## src/hw/cpu_pkg.sv

```systemverilog
package cpu_pkg;

  localparam int xlen = 32;

  typedef logic [xlen-1:0] word_t;
  typedef logic [4:0]      reg_addr_t;
  typedef logic [3:0]      byte_en_t;
  typedef logic [31:0]     instr_t;

  typedef enum logic [3:0] {
    alu_add,
    alu_sub,
    alu_and,
    alu_or,
    alu_xor,
    alu_sll,
    alu_srl,
    alu_sra,
    alu_slt,
    alu_sltu,
    alu_pass_b
  } alu_op_e;

  typedef enum logic {
    src_a_reg,
    src_a_pc
  } alu_src_a_e;

  typedef enum logic {
    src_b_reg,
    src_b_imm
  } alu_src_b_e;

  typedef enum logic [1:0] {
    result_alu,
    result_pc_plus_4,
    result_load
  } result_src_e;

  // Encoded as the branch funct3
  typedef enum logic [2:0] {
    cond_eq  = 3'b000,
    cond_ne  = 3'b001,
    cond_lt  = 3'b100,
    cond_ge  = 3'b101,
    cond_ltu = 3'b110,
    cond_geu = 3'b111
  } branch_cond_e;

  typedef enum logic {
    jump_pc_imm,
    jump_alu
  } jump_src_e;

  // Low two bits of the load/store funct3
  typedef enum logic [1:0] {
    size_byte = 2'b00,
    size_half = 2'b01,
    size_word = 2'b10
  } mem_size_e;

  typedef enum logic [1:0] {
    fwd_none = 2'b00,
    fwd_mem  = 2'b01,
    fwd_wb   = 2'b10
  } forward_e;

endpackage

```

## src/hw/cpu_decoder.sv

```systemverilog
`timescale 1ns/1ps

module cpu_decoder (
  input  cpu_pkg::instr_t       instr,
  output logic                  reg_write,
  output logic                  mem_read,
  output logic                  mem_write,
  output cpu_pkg::mem_size_e    mem_size,
  output logic                  mem_unsigned,
  output logic                  jump,
  output logic                  branch,
  output cpu_pkg::branch_cond_e branch_cond,
  output cpu_pkg::jump_src_e    jump_src,
  output cpu_pkg::alu_op_e      alu_op,
  output cpu_pkg::alu_src_a_e   alu_src_a,
  output cpu_pkg::alu_src_b_e   alu_src_b,
  output cpu_pkg::result_src_e  result_src,
  output cpu_pkg::word_t        imm
);
  import cpu_pkg::*;

  localparam logic [6:0] op_lui    = 7'b0110111;
  localparam logic [6:0] op_auipc  = 7'b0010111;
  localparam logic [6:0] op_jal    = 7'b1101111;
  localparam logic [6:0] op_jalr   = 7'b1100111;
  localparam logic [6:0] op_branch = 7'b1100011;
  localparam logic [6:0] op_load   = 7'b0000011;
  localparam logic [6:0] op_store  = 7'b0100011;
  localparam logic [6:0] op_imm    = 7'b0010011;
  localparam logic [6:0] op_reg    = 7'b0110011;

  logic [6:0] opcode;
  logic [2:0] funct3;
  logic       funct7_5;
  word_t      imm_i;
  word_t      imm_s;
  word_t      imm_b;
  word_t      imm_u;
  word_t      imm_j;
  alu_op_e    arith_op;

  assign opcode   = instr[6:0];
  assign funct3   = instr[14:12];
  assign funct7_5 = instr[30];

  assign imm_i = {{20{instr[31]}}, instr[31:20]};
  assign imm_s = {{20{instr[31]}}, instr[31:25], instr[11:7]};
  assign imm_b = {{20{instr[31]}}, instr[7], instr[30:25], instr[11:8], 1'b0};
  assign imm_u = {instr[31:12], 12'b0};
  assign imm_j = {{12{instr[31]}}, instr[19:12], instr[20], instr[30:21], 1'b0};

  // Subtract exists only in register form; bit 30 picks sra for both forms
  always_comb begin
    case (funct3)
      3'b000:  arith_op = (opcode == op_reg && funct7_5) ? alu_sub : alu_add;
      3'b001:  arith_op = alu_sll;
      3'b010:  arith_op = alu_slt;
      3'b011:  arith_op = alu_sltu;
      3'b100:  arith_op = alu_xor;
      3'b101:  arith_op = funct7_5 ? alu_sra : alu_srl;
      3'b110:  arith_op = alu_or;
      default: arith_op = alu_and;
    endcase
  end

  always_comb begin
    reg_write    = 1'b0;
    mem_read     = 1'b0;
    mem_write    = 1'b0;
    mem_size     = mem_size_e'(funct3[1:0]);
    mem_unsigned = funct3[2];
    jump         = 1'b0;
    branch       = 1'b0;
    branch_cond  = branch_cond_e'(funct3);
    jump_src     = jump_pc_imm;
    alu_op       = alu_add;
    alu_src_a    = src_a_reg;
    alu_src_b    = src_b_imm;
    result_src   = result_alu;
    imm          = imm_i;

    case (opcode)
      op_lui: begin
        reg_write = 1'b1;
        alu_op    = alu_pass_b;
        imm       = imm_u;
      end
      op_auipc: begin
        reg_write = 1'b1;
        alu_src_a = src_a_pc;
        imm       = imm_u;
      end
      op_jal: begin
        reg_write  = 1'b1;
        jump       = 1'b1;
        result_src = result_pc_plus_4;
        imm        = imm_j;
      end
      op_jalr: begin
        reg_write  = 1'b1;
        jump       = 1'b1;
        jump_src   = jump_alu;
        result_src = result_pc_plus_4;
      end
      op_branch: begin
        // funct3 010 and 011 are reserved
        branch    = funct3[2:1] != 2'b01;
        alu_op    = alu_sub;
        alu_src_b = src_b_reg;
        imm       = imm_b;
      end
      op_load: begin
        if (funct3 inside {3'b000, 3'b001, 3'b010, 3'b100, 3'b101}) begin
          reg_write  = 1'b1;
          mem_read   = 1'b1;
          result_src = result_load;
        end
      end
      op_store: begin
        mem_write = funct3 inside {3'b000, 3'b001, 3'b010};
        imm       = imm_s;
      end
      op_imm: begin
        reg_write = 1'b1;
        alu_op    = arith_op;
      end
      op_reg: begin
        reg_write = 1'b1;
        alu_op    = arith_op;
        alu_src_b = src_b_reg;
      end
      default: begin
        reg_write = 1'b0;
      end
    endcase
  end

endmodule

```

## src/hw/cpu_alu.sv

```systemverilog
`timescale 1ns/1ps

module cpu_alu #(
  parameter int XLEN = cpu_pkg::xlen
) (
  input  cpu_pkg::word_t   src_a,
  input  cpu_pkg::word_t   src_b,
  input  cpu_pkg::alu_op_e op,
  output cpu_pkg::word_t   result,
  output logic             zero,
  output logic             neg,
  output logic             carry,
  output logic             overflow
);
  import cpu_pkg::*;

  localparam int shamt_w = $clog2(XLEN);

  logic [XLEN:0]      diff;
  logic [shamt_w-1:0] shamt;
  logic               lt;

  // Flags always come from a - b, whatever op is selected
  assign diff     = {1'b0, src_a} + {1'b0, ~src_b} + 1'b1;
  assign zero     = diff[XLEN-1:0] == '0;
  assign neg      = diff[XLEN-1];
  assign carry    = diff[XLEN];
  assign overflow = (src_a[XLEN-1] ^ src_b[XLEN-1]) & (diff[XLEN-1] ^ src_a[XLEN-1]);
  assign lt       = neg ^ overflow;
  assign shamt    = src_b[shamt_w-1:0];

  always_comb begin
    case (op)
      alu_add:    result = src_a + src_b;
      alu_sub:    result = diff[XLEN-1:0];
      alu_and:    result = src_a & src_b;
      alu_or:     result = src_a | src_b;
      alu_xor:    result = src_a ^ src_b;
      alu_sll:    result = src_a << shamt;
      alu_srl:    result = src_a >> shamt;
      alu_sra:    result = $signed(src_a) >>> shamt;
      alu_slt:    result = word_t'(lt);
      alu_sltu:   result = word_t'(!carry);
      alu_pass_b: result = src_b;
      default:    result = '0;
    endcase
  end

endmodule

```

## src/hw/cpu_register_file.sv

```systemverilog
`timescale 1ns/1ps

module cpu_register_file #(
  parameter int XLEN = cpu_pkg::xlen
) (
  input  logic               clk,
  input  cpu_pkg::reg_addr_t rs1,
  input  cpu_pkg::reg_addr_t rs2,
  input  cpu_pkg::reg_addr_t rd,
  input  cpu_pkg::word_t     wdata,
  input  logic               we,
  output cpu_pkg::word_t     rdata1,
  output cpu_pkg::word_t     rdata2
);

  // x0 has no storage
  logic [XLEN-1:0] regs [1:31];

  always_ff @(posedge clk) begin
    if (we && rd != '0) begin
      regs[rd] <= wdata;
    end
  end

  // Writeback value bypasses to a read of the same index
  assign rdata1 = (rs1 == '0) ? '0 : (we && rd == rs1) ? wdata : regs[rs1];
  assign rdata2 = (rs2 == '0) ? '0 : (we && rd == rs2) ? wdata : regs[rs2];

endmodule

```

## src/hw/cpu_hazard_unit.sv

```systemverilog
`timescale 1ns/1ps

module cpu_hazard_unit (
  input  cpu_pkg::reg_addr_t rs1_d,
  input  cpu_pkg::reg_addr_t rs2_d,
  input  cpu_pkg::reg_addr_t rs1_e,
  input  cpu_pkg::reg_addr_t rs2_e,
  input  cpu_pkg::reg_addr_t rd_e,
  input  cpu_pkg::reg_addr_t rd_m,
  input  cpu_pkg::reg_addr_t rd_w,
  input  logic               mem_read_e,
  input  logic               reg_write_m,
  input  logic               reg_write_w,
  input  logic               redirect_e,
  output cpu_pkg::forward_e  forward_a,
  output cpu_pkg::forward_e  forward_b,
  output logic               stall_f,
  output logic               stall_d,
  output logic               flush_d,
  output logic               flush_e
);
  import cpu_pkg::*;

  logic load_use;

  // Younger result wins
  function automatic forward_e forward_sel(input reg_addr_t rs, input reg_addr_t dst_m,
                                           input logic wr_m, input reg_addr_t dst_w,
                                           input logic wr_w);
    if (wr_m && dst_m != '0 && dst_m == rs) begin
      return fwd_mem;
    end
    if (wr_w && dst_w != '0 && dst_w == rs) begin
      return fwd_wb;
    end
    return fwd_none;
  endfunction

  assign forward_a = forward_sel(rs1_e, rd_m, reg_write_m, rd_w, reg_write_w);
  assign forward_b = forward_sel(rs2_e, rd_m, reg_write_m, rd_w, reg_write_w);

  assign load_use = mem_read_e && rd_e != '0 && (rd_e == rs1_d || rd_e == rs2_d);

  // Hold fetch and decode, send a bubble into execute
  assign stall_f = load_use;
  assign stall_d = load_use;
  assign flush_d = redirect_e;
  assign flush_e = redirect_e | load_use;

endmodule

```

## src/hw/cpu.sv

```systemverilog
`timescale 1ns/1ps

module cpu #(
  parameter int XLEN = cpu_pkg::xlen
) (
  input  logic              clk,
  input  logic              rst_n,
  output cpu_pkg::word_t    instr_addr,
  input  cpu_pkg::instr_t   instr_data,
  output cpu_pkg::word_t    data_addr,
  output cpu_pkg::word_t    data_wdata,
  output cpu_pkg::byte_en_t data_wenable,
  input  cpu_pkg::word_t    data_rdata
);
  import cpu_pkg::*;

  localparam word_t  reset_vector = '0;
  localparam instr_t nop_instr    = 32'h0000_0013;

  forward_e     forward_a_x;
  forward_e     forward_b_x;
  logic         stall_f;
  logic         stall_d;
  logic         flush_d;
  logic         flush_e;

  // Fetch
  word_t        pc_f;
  word_t        pc_next_f;

  // Decode
  instr_t       instr_d;
  word_t        pc_d;
  reg_addr_t    rs1_d;
  reg_addr_t    rs2_d;
  logic         reg_write_d;
  logic         mem_read_d;
  logic         mem_write_d;
  mem_size_e    mem_size_d;
  logic         mem_unsigned_d;
  logic         jump_d;
  logic         branch_d;
  branch_cond_e branch_cond_d;
  jump_src_e    jump_src_d;
  alu_op_e      alu_op_d;
  alu_src_a_e   alu_src_a_d;
  alu_src_b_e   alu_src_b_d;
  result_src_e  result_src_d;
  word_t        imm_d;
  word_t        rd1_d;
  word_t        rd2_d;

  // Execute
  logic         reg_write_x;
  logic         mem_read_x;
  logic         mem_write_x;
  logic         jump_x;
  logic         branch_x;
  mem_size_e    mem_size_x;
  logic         mem_unsigned_x;
  branch_cond_e branch_cond_x;
  jump_src_e    jump_src_x;
  alu_op_e      alu_op_x;
  alu_src_a_e   alu_src_a_x;
  alu_src_b_e   alu_src_b_x;
  result_src_e  result_src_x;
  word_t        imm_x;
  word_t        rd1_x;
  word_t        rd2_x;
  word_t        pc_x;
  reg_addr_t    rs1_x;
  reg_addr_t    rs2_x;
  reg_addr_t    rd_x;
  word_t        opnd1_x;
  word_t        opnd2_x;
  word_t        alu_result_x;
  logic         alu_zero_x;
  logic         alu_neg_x;
  logic         alu_carry_x;
  logic         alu_overflow_x;
  logic         taken_x;
  logic         redirect_x;
  word_t        target_x;

  // Memory
  logic         reg_write_m;
  logic         mem_write_m;
  mem_size_e    mem_size_m;
  logic         mem_unsigned_m;
  result_src_e  result_src_m;
  word_t        alu_result_m;
  word_t        store_data_m;
  word_t        pc_plus_4_m;
  reg_addr_t    rd_m;
  logic [1:0]   byte_off_m;
  byte_en_t     store_be_m;
  word_t        load_shifted_m;
  word_t        load_data_m;
  word_t        result_pre_m;

  // Writeback
  logic         reg_write_w;
  reg_addr_t    rd_w;
  result_src_e  result_src_w;
  word_t        result_pre_w;
  word_t        load_data_w;
  word_t        result_w;

  function automatic word_t forward_mux(input forward_e sel, input word_t reg_val,
                                        input word_t mem_val, input word_t wb_val);
    case (sel)
      fwd_mem: return mem_val;
      fwd_wb:  return wb_val;
      default: return reg_val;
    endcase
  endfunction

  // Fall-through unless execute redirects
  assign pc_next_f  = redirect_x ? target_x : pc_f + 32'd4;
  assign instr_addr = pc_f;

  always_ff @(posedge clk) begin
    if (!rst_n) begin
      pc_f <= reset_vector;
    end else if (!stall_f) begin
      pc_f <= pc_next_f;
    end
  end

  always_ff @(posedge clk) begin
    if (!rst_n || flush_d) begin
      instr_d <= nop_instr;
    end else if (!stall_d) begin
      instr_d <= instr_data;
    end
  end

  always_ff @(posedge clk) begin
    if (!stall_d) begin
      pc_d <= pc_f;
    end
  end

  assign rs1_d = instr_d[19:15];
  assign rs2_d = instr_d[24:20];

  cpu_decoder decoder_i (
    .instr        (instr_d),
    .reg_write    (reg_write_d),
    .mem_read     (mem_read_d),
    .mem_write    (mem_write_d),
    .mem_size     (mem_size_d),
    .mem_unsigned (mem_unsigned_d),
    .jump         (jump_d),
    .branch       (branch_d),
    .branch_cond  (branch_cond_d),
    .jump_src     (jump_src_d),
    .alu_op       (alu_op_d),
    .alu_src_a    (alu_src_a_d),
    .alu_src_b    (alu_src_b_d),
    .result_src   (result_src_d),
    .imm          (imm_d)
  );

  cpu_register_file #(
    .XLEN (XLEN)
  ) register_file_i (
    .clk    (clk),
    .rs1    (rs1_d),
    .rs2    (rs2_d),
    .rd     (rd_w),
    .wdata  (result_w),
    .we     (reg_write_w),
    .rdata1 (rd1_d),
    .rdata2 (rd2_d)
  );

  // Effect flags are cleared on a bubble, the rest just follows decode
  always_ff @(posedge clk) begin
    if (!rst_n || flush_e) begin
      reg_write_x <= 1'b0;
      mem_read_x  <= 1'b0;
      mem_write_x <= 1'b0;
      jump_x      <= 1'b0;
      branch_x    <= 1'b0;
    end else begin
      reg_write_x <= reg_write_d;
      mem_read_x  <= mem_read_d;
      mem_write_x <= mem_write_d;
      jump_x      <= jump_d;
      branch_x    <= branch_d;
    end
  end

  always_ff @(posedge clk) begin
    mem_size_x     <= mem_size_d;
    mem_unsigned_x <= mem_unsigned_d;
    branch_cond_x  <= branch_cond_d;
    jump_src_x     <= jump_src_d;
    alu_op_x       <= alu_op_d;
    alu_src_a_x    <= alu_src_a_d;
    alu_src_b_x    <= alu_src_b_d;
    result_src_x   <= result_src_d;
    imm_x          <= imm_d;
    rd1_x          <= rd1_d;
    rd2_x          <= rd2_d;
    pc_x           <= pc_d;
    rs1_x          <= rs1_d;
    rs2_x          <= rs2_d;
    rd_x           <= instr_d[11:7];
  end

  assign opnd1_x = forward_mux(forward_a_x, rd1_x, result_pre_m, result_w);
  assign opnd2_x = forward_mux(forward_b_x, rd2_x, result_pre_m, result_w);

  cpu_alu #(
    .XLEN (XLEN)
  ) alu_i (
    .src_a    ((alu_src_a_x == src_a_pc) ? pc_x : opnd1_x),
    .src_b    ((alu_src_b_x == src_b_imm) ? imm_x : opnd2_x),
    .op       (alu_op_x),
    .result   (alu_result_x),
    .zero     (alu_zero_x),
    .neg      (alu_neg_x),
    .carry    (alu_carry_x),
    .overflow (alu_overflow_x)
  );

  always_comb begin
    case (branch_cond_x)
      cond_eq:  taken_x = alu_zero_x;
      cond_ne:  taken_x = ~alu_zero_x;
      cond_lt:  taken_x = alu_neg_x ^ alu_overflow_x;
      cond_ge:  taken_x = ~(alu_neg_x ^ alu_overflow_x);
      cond_ltu: taken_x = ~alu_carry_x;
      cond_geu: taken_x = alu_carry_x;
      default:  taken_x = 1'b0;
    endcase
  end

  assign redirect_x = jump_x | (branch_x & taken_x);
  assign target_x   = (jump_src_x == jump_alu) ? {alu_result_x[XLEN-1:1], 1'b0} : pc_x + imm_x;

  always_ff @(posedge clk) begin
    if (!rst_n) begin
      reg_write_m <= 1'b0;
      mem_write_m <= 1'b0;
    end else begin
      reg_write_m <= reg_write_x;
      mem_write_m <= mem_write_x;
    end
  end

  always_ff @(posedge clk) begin
    mem_size_m     <= mem_size_x;
    mem_unsigned_m <= mem_unsigned_x;
    result_src_m   <= result_src_x;
    alu_result_m   <= alu_result_x;
    store_data_m   <= opnd2_x;
    pc_plus_4_m    <= pc_x + 32'd4;
    rd_m           <= rd_x;
  end

  assign byte_off_m = alu_result_m[1:0];

  // Store lanes follow the low address bits
  always_comb begin
    case (mem_size_m)
      size_byte: begin
        store_be_m = 4'b0001 << byte_off_m;
        data_wdata = word_t'(store_data_m[7:0]) << {byte_off_m, 3'b000};
      end
      size_half: begin
        store_be_m = 4'b0011 << {byte_off_m[1], 1'b0};
        data_wdata = word_t'(store_data_m[15:0]) << {byte_off_m[1], 4'b0000};
      end
      default: begin
        store_be_m = 4'b1111;
        data_wdata = store_data_m;
      end
    endcase
  end

  assign data_addr      = alu_result_m;
  assign data_wenable   = mem_write_m ? store_be_m : '0;
  assign load_shifted_m = data_rdata >> {byte_off_m, 3'b000};

  always_comb begin
    case (mem_size_m)
      size_byte: load_data_m = {{(XLEN-8){load_shifted_m[7] & ~mem_unsigned_m}},
                                load_shifted_m[7:0]};
      size_half: load_data_m = {{(XLEN-16){load_shifted_m[15] & ~mem_unsigned_m}},
                                load_shifted_m[15:0]};
      default:   load_data_m = data_rdata;
    endcase
  end

  // Loads never forward from here, the stall covers them
  assign result_pre_m = (result_src_m == result_pc_plus_4) ? pc_plus_4_m : alu_result_m;

  always_ff @(posedge clk) begin
    if (!rst_n) begin
      reg_write_w <= 1'b0;
    end else begin
      reg_write_w <= reg_write_m;
    end
  end

  always_ff @(posedge clk) begin
    rd_w         <= rd_m;
    result_src_w <= result_src_m;
    result_pre_w <= result_pre_m;
    load_data_w  <= load_data_m;
  end

  assign result_w = (result_src_w == result_load) ? load_data_w : result_pre_w;

  cpu_hazard_unit hazard_unit_i (
    .rs1_d       (rs1_d),
    .rs2_d       (rs2_d),
    .rs1_e       (rs1_x),
    .rs2_e       (rs2_x),
    .rd_e        (rd_x),
    .rd_m        (rd_m),
    .rd_w        (rd_w),
    .mem_read_e  (mem_read_x),
    .reg_write_m (reg_write_m),
    .reg_write_w (reg_write_w),
    .redirect_e  (redirect_x),
    .forward_a   (forward_a_x),
    .forward_b   (forward_b_x),
    .stall_f     (stall_f),
    .stall_d     (stall_d),
    .flush_d     (flush_d),
    .flush_e     (flush_e)
  );

endmodule

```

## config.mk

```make
export PLATFORM = sky130hd
export DESIGN_NAME = cpu
export DESIGN_NICKNAME = d
export VERILOG_FILES = /design/src/hw/cpu_pkg.sv /design/src/hw/cpu_decoder.sv /design/src/hw/cpu_alu.sv /design/src/hw/cpu_register_file.sv /design/src/hw/cpu_hazard_unit.sv /design/src/hw/cpu.sv
export SDC_FILE = /design/constraint.sdc
export NUM_CORES = 2
export LEC_CHECK = 0
export BUFFER_PORTS_ARGS = -buffer_cell sky130_fd_sc_hd__clkbuf_2
export CAP_MARGIN = 0
export CORE_ASPECT_RATIO = 1.1
export CORE_MARGIN = 2
export CORE_UTILIZATION = 35
export DETAILED_ROUTE_END_ITERATION = 10
export GPL_ROUTABILITY_DRIVEN = 0
export SLEW_MARGIN = 5
export SYNTH_ARGS = -nofsm -noshare
export SYNTH_HDL_FRONTEND = slang
export SYNTH_SLANG_ARGS = --single-unit
```

## constraint.sdc

```tcl
create_clock -name clk -period 19.25 [get_ports clk]
set_input_delay 3.85 -clock clk [delete_from_list [all_inputs] [get_ports clk]]
set_output_delay 3.85 -clock clk [all_outputs]
set_load 0.02 [all_outputs]
```

Yosys cells after proc, flatten, opt, wreduce, memory -nomap -nowiden
Memory sizes are Yosys's and may differ from the RTL's. A register that Yosys moved wholly into a read port is not among the register bits.
Index checks and enable logic that the tools add are counted.
W data, S select, Z words.

operators by class
  add/sub/neg operators = 6
  equal/unequal tests = 44
  shift-type cells = 8
  mux-type cells = 43
  bitwise gates (word level) = 20
  reductions and logical operators = 34

operator list
  operator                 count
  $pmux W32 S11            1
  $pmux W32 S2             4
  $mux W32                 6
  $pmux W31 S4             1
  $add A32 B3 Y32 const B  2
  $add A32 B32 Y32         2
  $add A32 B32 Y33         1
  $add A33 B1 Y33 const B  1
  $and A32 B32 Y32         1
  $logic_not A32 Y1        1
  $not A32 Y32             1
  $or A32 B32 Y32          1
  $shl A16 B5 Y32          1
  $shl A32 B5 Y32          1
  $shl A8 B5 Y32           1
  $shr A32 B5 Y16          1
  $shr A32 B5 Y32          1
  $sshr A32 B5 Y32         1
  $xor A32 B32 Y32         1
  $eq A5 B5 Y1             6
  $pmux W4 S7              1
  $eq A3 B3 Y1 const B     7
  $eq A7 B6 Y1 const B     3
  $eq A7 B7 Y1 const B     3
  36 further kinds         106

storage, ports and cells
  bits in registers = 375
  RAM bits = 992
  input port bits = 66
  output and inout bits = 100
  logic and storage cells = 191
  memories kept = 1

memories
  memory                depth  bits a word  rd ports  clocked after Yosys merged registers in  wr ports  line                     source
  register_file_i.regs  31     32           2         2                                        1         cpu_register_file.sv:17  logic [XLEN-1:0] regs [1:31];

Longest topological paths before layout
  depth in word-level cells = 23
  mapped depth = 40
  depth with buffers taken out = 33

Hierarchy
A second synthesis with hierarchy kept.

second synthesis, totals
  cells, all modules = 6,015
  area, all modules = 74,501.5 µm²

modules (own cells, without submodules)
  module             times used  cells an instance  area each (µm²)  seq. area each (µm²)
  cpu_register_file  1           2,759              47,200.3         29,788.6
  cpu                1           1,712              17,324.1         9,108.7
  cpu_alu            1           1,400              8,928.6          0.0
  cpu_decoder        1           91                 630.6            0.0
  cpu_hazard_unit    1           53                 417.9            0.0

Worst setup path before layout
No wires, ideal clock.

  kind = register to register
  start = register rd_w[0]
  end = register pc_f[28], in the netlist instr_addr[28]
  library setup time = 0.117 ns
  arrival = 8.035 ns
  data required time = 19.133 ns
  path slack = 11.097 ns
  stages on the path, launching flop included = 40
  path buffers = 8
  clock period less this slack = 8.153 ns
  cells stage by stage = dfxtp_1 -> buf_2 -> xnor2_1 -> nand4_1 -> nor2_1 -> buf_1 -> clkbuf_1 -> buf_1 -> mux2i_1 -> mux2i_1 -> mux2i_1 -> inv_1 -> ha_1 -> buf_2 -> clkinv_1 -> o22ai_1 -> a21oi_1 -> o211ai_1 -> [... 4 more ...] -> nor2_1 -> nor2_1 -> fa_1 -> nand2_1 -> a211oi_1 -> nand3_1 -> a211oi_1 -> o221ai_1 -> nor4b_1 -> nand4_1 -> or4_1 -> nor3_1 -> and3b_1 -> buf_4 -> buf_6 -> buf_6 -> a211o_1 -> a32o_1

between the ends
  cells in the longest elaborated chain, start to end = 21
  elaborated cells on any way between the ends = 48
  classes of those cells = add/sub: 3; eq/ne: 6; shift: 3; mux: 18; bitwise: 13; reduce/logical: 5

ends and longest elaborated chain
  element                                       line                    source
  start, declared                               cpu.sv:103              reg_addr_t rd_w;
  start signal, assigned                        cpu.sv:310              rd_w <= rd_m;
  $reduce_bool A5 Y1                            cpu_hazard_unit.sv:33   if (wr_w && dst_w != '0 && dst_w == rs) begin
  $logic_and A1 B1 Y1                           cpu_hazard_unit.sv:33
  $logic_and A1 B1 Y1 (*)                       cpu_hazard_unit.sv:33
  $mux W1 (2 in series)                         cpu_hazard_unit.sv:33
  $mux W2 (*)                                   cpu_hazard_unit.sv:36   return fwd_none;
  $mux W2 (*)                                   cpu_hazard_unit.sv:33
  $eq A2 B2 Y1 or $eq A2 B1 Y1 (tied branches)  cpu.sv:111              case (sel)
  $pmux W32 S2 (*)                              cpu.sv:111
  named net opnd2_x[10]                         cpu.sv:75               word_t opnd2_x;
  [... 4 more ...]                              --
  $xor A1 B1 Y1                                 cpu_alu.sv:28           assign overflow = (src_a[XLEN-1] ^ src_b[XLEN-1]) & (diff[XLEN-1] ^ src_a[XLEN-1]);
  $and A1 B1 Y1                                 cpu_alu.sv:28
  $xor A1 B1 Y1                                 cpu.sv:233, cpu.sv:234
  $not A1 Y1                                    cpu.sv:234              cond_ge: taken_x = ~(alu_neg_x ^ alu_overflow_x);
  $pmux W1 S6                                   cpu.sv:230              case (branch_cond_x)
  $and A1 B1 Y1                                 cpu.sv:241              assign redirect_x = jump_x | (branch_x & taken_x);
  $or A1 B1 Y1                                  cpu.sv:241
  $mux W32 (*)                                  cpu.sv:119              assign pc_next_f = redirect_x ? target_x : pc_f + 32'd4;
  end signal, assigned                          cpu.sv:124              pc_f <= reset_vector;
  end signal, assigned                          cpu.sv:126              pc_f <= pc_next_f;
  end, declared                                 cpu.sv:28               word_t pc_f;

The timed path passes the listed nets; every way through them passes the cells marked *. The select of a mux whose other input is x is not followed.
A chain may end at the register's enable or synchronous reset.

Worst setup path after layout
  start = register rd_w[2]
  end = register pc_f[14], in the netlist instr_addr[14]

between the ends
  cells in the longest elaborated chain, start to end = 21
  elaborated cells on any way between the ends = 48
  classes of those cells = add/sub: 3; eq/ne: 6; shift: 3; mux: 18; bitwise: 13; reduce/logical: 5

ends and longest elaborated chain
  element                                       line                    source
  $reduce_bool A5 Y1                            cpu_hazard_unit.sv:33
  $logic_and A1 B1 Y1 (2 in series)             cpu_hazard_unit.sv:33
  $mux W1 (2 in series)                         cpu_hazard_unit.sv:33
  $mux W2                                       cpu_hazard_unit.sv:36
  $mux W2                                       cpu_hazard_unit.sv:33
  $eq A2 B2 Y1 or $eq A2 B1 Y1 (tied branches)  cpu.sv:111
  $pmux W32 S2                                  cpu.sv:111
  $mux W32                                      cpu.sv:220              .src_b ((alu_src_b_x == src_b_imm) ? imm_x : opnd2_x),
  [... 3 more ...]                              --
  $xor A1 B1 Y1                                 cpu_alu.sv:28
  $and A1 B1 Y1                                 cpu_alu.sv:28
  $xor A1 B1 Y1                                 cpu.sv:233, cpu.sv:234
  $not A1 Y1                                    cpu.sv:234
  $pmux W1 S6                                   cpu.sv:230
  $and A1 B1 Y1                                 cpu.sv:241
  $or A1 B1 Y1                                  cpu.sv:241
  $mux W32 (*)                                  cpu.sv:119

Every way passes the cells marked *; elsewhere a longest branch is shown, timed or not. The select of a mux whose other input is x is not followed.

==> metrics.md <==
| Metric | Value |
|---|---|
| Outcome | `finished, final reports clean` |
| Slowest stage cell, crit path | `or4_1` |
| Die width | `443 um` |
| DR vias | `55200` |
| Relative slew slack | `0.0316` |
| Inserted Clock Buffers | `145` |
| # IOs | `166` |
| Pwr Total | `8.63 mW` |
| Crit path capture type | `flop` |
| Critical path launch point type | `flop` |
| Die height | `487 um` |
| Max-cap violation count | `0` |
| Worst Tran Pin Value | `1.41 ns` |
| Final Hold Vio Count | `0` |
| Full die area | `216000 um^2` |
| WL final | `292000 um` |
| Rows | `177` |
| # resized after CTS | `0` |
| Initial antenna violation count | `21` |
| Layout area overhead | `12.2%` |
| Achievable Freq | `94.4 MHz` |
| Required @ worst endpoint | `19.95 ns` |
| CP Capture Point | `instr_addr[14]` |
| Worst Slack Setup Final | `8.65 ns` |
| Post-synth EDFFs | `1024` |
| Cells after Synth | `5785` |
| Skew-Pair Late Insertion Delay | `0.81 ns` |
| Setup TNS | `0 ns` |
| Clock Skews | `0.0319 ns` |
| Worst hold path class | `flop to flop` |
| Final Max Tran Viols | `0` |
| FFs w/ async S/R, synth | `0` |
| R2R Setup Slk | `8.65 ns` |
| Mean Syn Cell Area | `12.8 um^2` |
| Total number of H-tree levels | `4` |
| Setup Fix Bufs, Post-CTS | `0` |
| Buffers on Ports | `165` |
| First-pass GRT wire length | `408000 um` |
| Largest net degree at the start of global routing | `111` |
| Nets | `6020` |
| R2R depth | `30` |
| Crit. Startpoint | `rd_w[2]` |
| Ys flop type | `edfxtp_1` |
| Clk buf depth | `3` |
| WP buf/inv | `0` |
| Leak | `28.4 nW` |
| Total congestion overflow | `0` |
| Seq cells post-synth | `1428` |
| Final worst-path cycle share | `0.551` |
| TritonCTS clock tree | `yes` |
| # clock sinks | `1428` |
| Crit path max-delay family | `simple AND/OR/NAND/NOR gates` |
| Post-synthesis cell type count | `109` |
| CTS Hold Buffers Added | `0` |
| Clk Tree Root Cell | `clkbuf_16` |
| Final setup fails | `0` |
| Worst reg2reg path startpoint | `rd_w[2]` |
| Seq/Total Area, Yosys | `0.523` |
| Hold slack | `0.326 ns` |
| Crit Path Category | `flop to flop` |
| Synth warnings | `0` |
| RSZ-0062 raised after global routing | `false` |
| Share of cells above drive strength 1 | `0.221` |
| GR Util All Layers | `0.264` |
| DRT Pass-1 Iters | `10` |
| Routed WL per cell | `33.4 um` |
| Detail-routed via count per cell | `6.33` |
| Place WS | `8.96 ns` |
| Biggest cell delay along the critical path | `0.93 ns` |
| CP max FO | `29` |
| Arrival time worst endpoint | `11.30 ns` |
| Core area | `211000 um^2` |
| Min cycle time layout | `10.60 ns` |
| Clock transition at the registers of the reported paths | `0.06 ns` |
| Net count after synthesis | `5985` |
| ANT nets after route | `0` |
| PD cells | `104 nW/um^2` |
| Final routed DRC violation total | `0` |
| VDD IR max | `0.0000581 V` |
| Synth top area share | `0.414` |
| Drt initial violations | `8329` |
| Largest area contributor in the netlist | `edfxtp_1` |
| Vias in the first global route | `53200` |
| Area contributors post-synth | `edfxtp_1 (41%), mux4_2 (14%), dfxtp_1 (11%), mux2i_1 (4.5%), mux2_2 (2.8%)` |
| R2R Path End | `instr_addr[14]` |
| Post-detail-place hpwl | `188000 um` |
| Initial Utilization | `0.352` |
| Cell area after synthesis | `74200 um^2` |
| Cell count along the critical path | `30` |
## how the worst min path moves through the flow
| stage | from | end | slack [ns] | cells past startpoint |
|---|---|---|---|---|
| after floorplan | result_src_x[0] | result_src_m[0] | 0.31 | 0 |
| after global placement | result_src_x[0] | result_src_m[0] | 0.31 | 0 |
| after detailed placement | result_src_x[0] | result_src_m[0] | 0.31 | 0 |
| after CTS | result_src_x[0] | result_src_m[0] | 0.33 | 0 |
| after global routing | result_src_x[1] | result_src_m[1] | 0.33 | 0 |
| final | result_src_x[0] | result_src_m[0] | 0.33 | 0 |
## cells in the mapped netlist, types with 52 or more instances
library cell	count
mux4_2	448
nor2_1	330
nand3_1	79
nor2b_1	71
dfxtp_1	404
edfxtp_1	1024
o211ai_1	90
inv_1	171
nand2_1	325
mux2i_1	332
mux2_2	187
buf_2	61
a221oi_1	107
buf_1	73
clkbuf_1	272
a31oi_1	52
a21o_1	62
o21ai_0	224
nor3_1	141
xnor2_1	84
a21oi_1	379
ha_1	130
## worst register-to-register path, delay by kind of cell (launching register included)
kind,cells,cell delay (ns)
simple gates,18,5.86
compound gates,10,3.03
flops,1,0.47
fa+ha+maj,2,1.11
## final cells by class
type,count,area (um^2)
clock buffers,180,4030
clock inverters,86,826
inverters,183,692
diodes,13,32.5
multi-input cells,3753,33400
flip-flops and latches,1428,38900
fillers,19700,128000
repair buffers,309,1960
well taps,2774,3470
## metrics by stage
stage	utilization	instance area, um^2	instances
after floorplan	-	74200	5785
after global placement	0.371	78400	8445
after detailed placement	0.371	78400	8445
after CTS	0.394	83200	8711
after global routing	0.394	83300	8716
final	0.395	83300	8726
## cell usage in the layout, fill, tap and decap left out, types with 38 or more instances in the layout
cell and n:
ha_1 130, xnor2_1 84, edfxtp_1 1024, clkbuf_2 166
a31oi_1 52, a21o_1 62, a211oi_1 39, o31ai_1 39
nand3_1 78, o211ai_1 90, nor2_1 298, a221oi_1 106
and3_1 39, nor3_1 133, inv_1 170, nor2b_1 65
nand2_1 323, mux4_2 448, dfxtp_1 391, clkbuf_16 154
xor2_1 42, a21oi_1 379, o221ai_1 45, mux2i_1 330
o21ai_0 223, mux2_2 187, o22ai_1 38, buf_4 140
## state kept, by name, indices dropped and copies added (netlist names), 4 cells and up
name and cells:
register_file_i.regs 992, data_addr 32, imm_x 32, instr_addr 32, instr_d 32, load_data_w 32, pc_d 32, pc_plus_4_m 32
pc_x 32, rd1_x 32, rd2_x 32, result_pre_w 32, store_data_m 32, rd_m 5, rd_w 5, rd_x 5
rs1_x 5, rs2_x 5, alu_op_x 4
## where the power goes
| group | total [mW] | leakage [nW] | switching, mW | internal [mW] |
|---|---|---|---|---|
| Sequential | 3.84 | 12.7 | 0.179 | 3.66 |
| Combinational | 1.89 | 13.3 | 1.35 | 0.537 |
| Clock | 2.90 | 2.39 | 1.24 | 1.66 |
## logic make-up after synthesis
kind of cell,share of synthesized area
muxes,0.210
AOI/OAI and AO/OA,0.121
and+or+nand+nor,0.0761
xor gates and xnor gates,0.0149
adders and majority gates,0.0230
buffers and inverters,0.0327
DFF,0.523
## layer usage
layer,vias up,routed length (um),track usage
li1,22800,-,-
met3,953,30100,0.0703
met4,10,24100,0.186
met1,27900,103000,0.314
met5,-,58,0
met2,3594,134000,0.416
(Power assumes the default switching activity.)
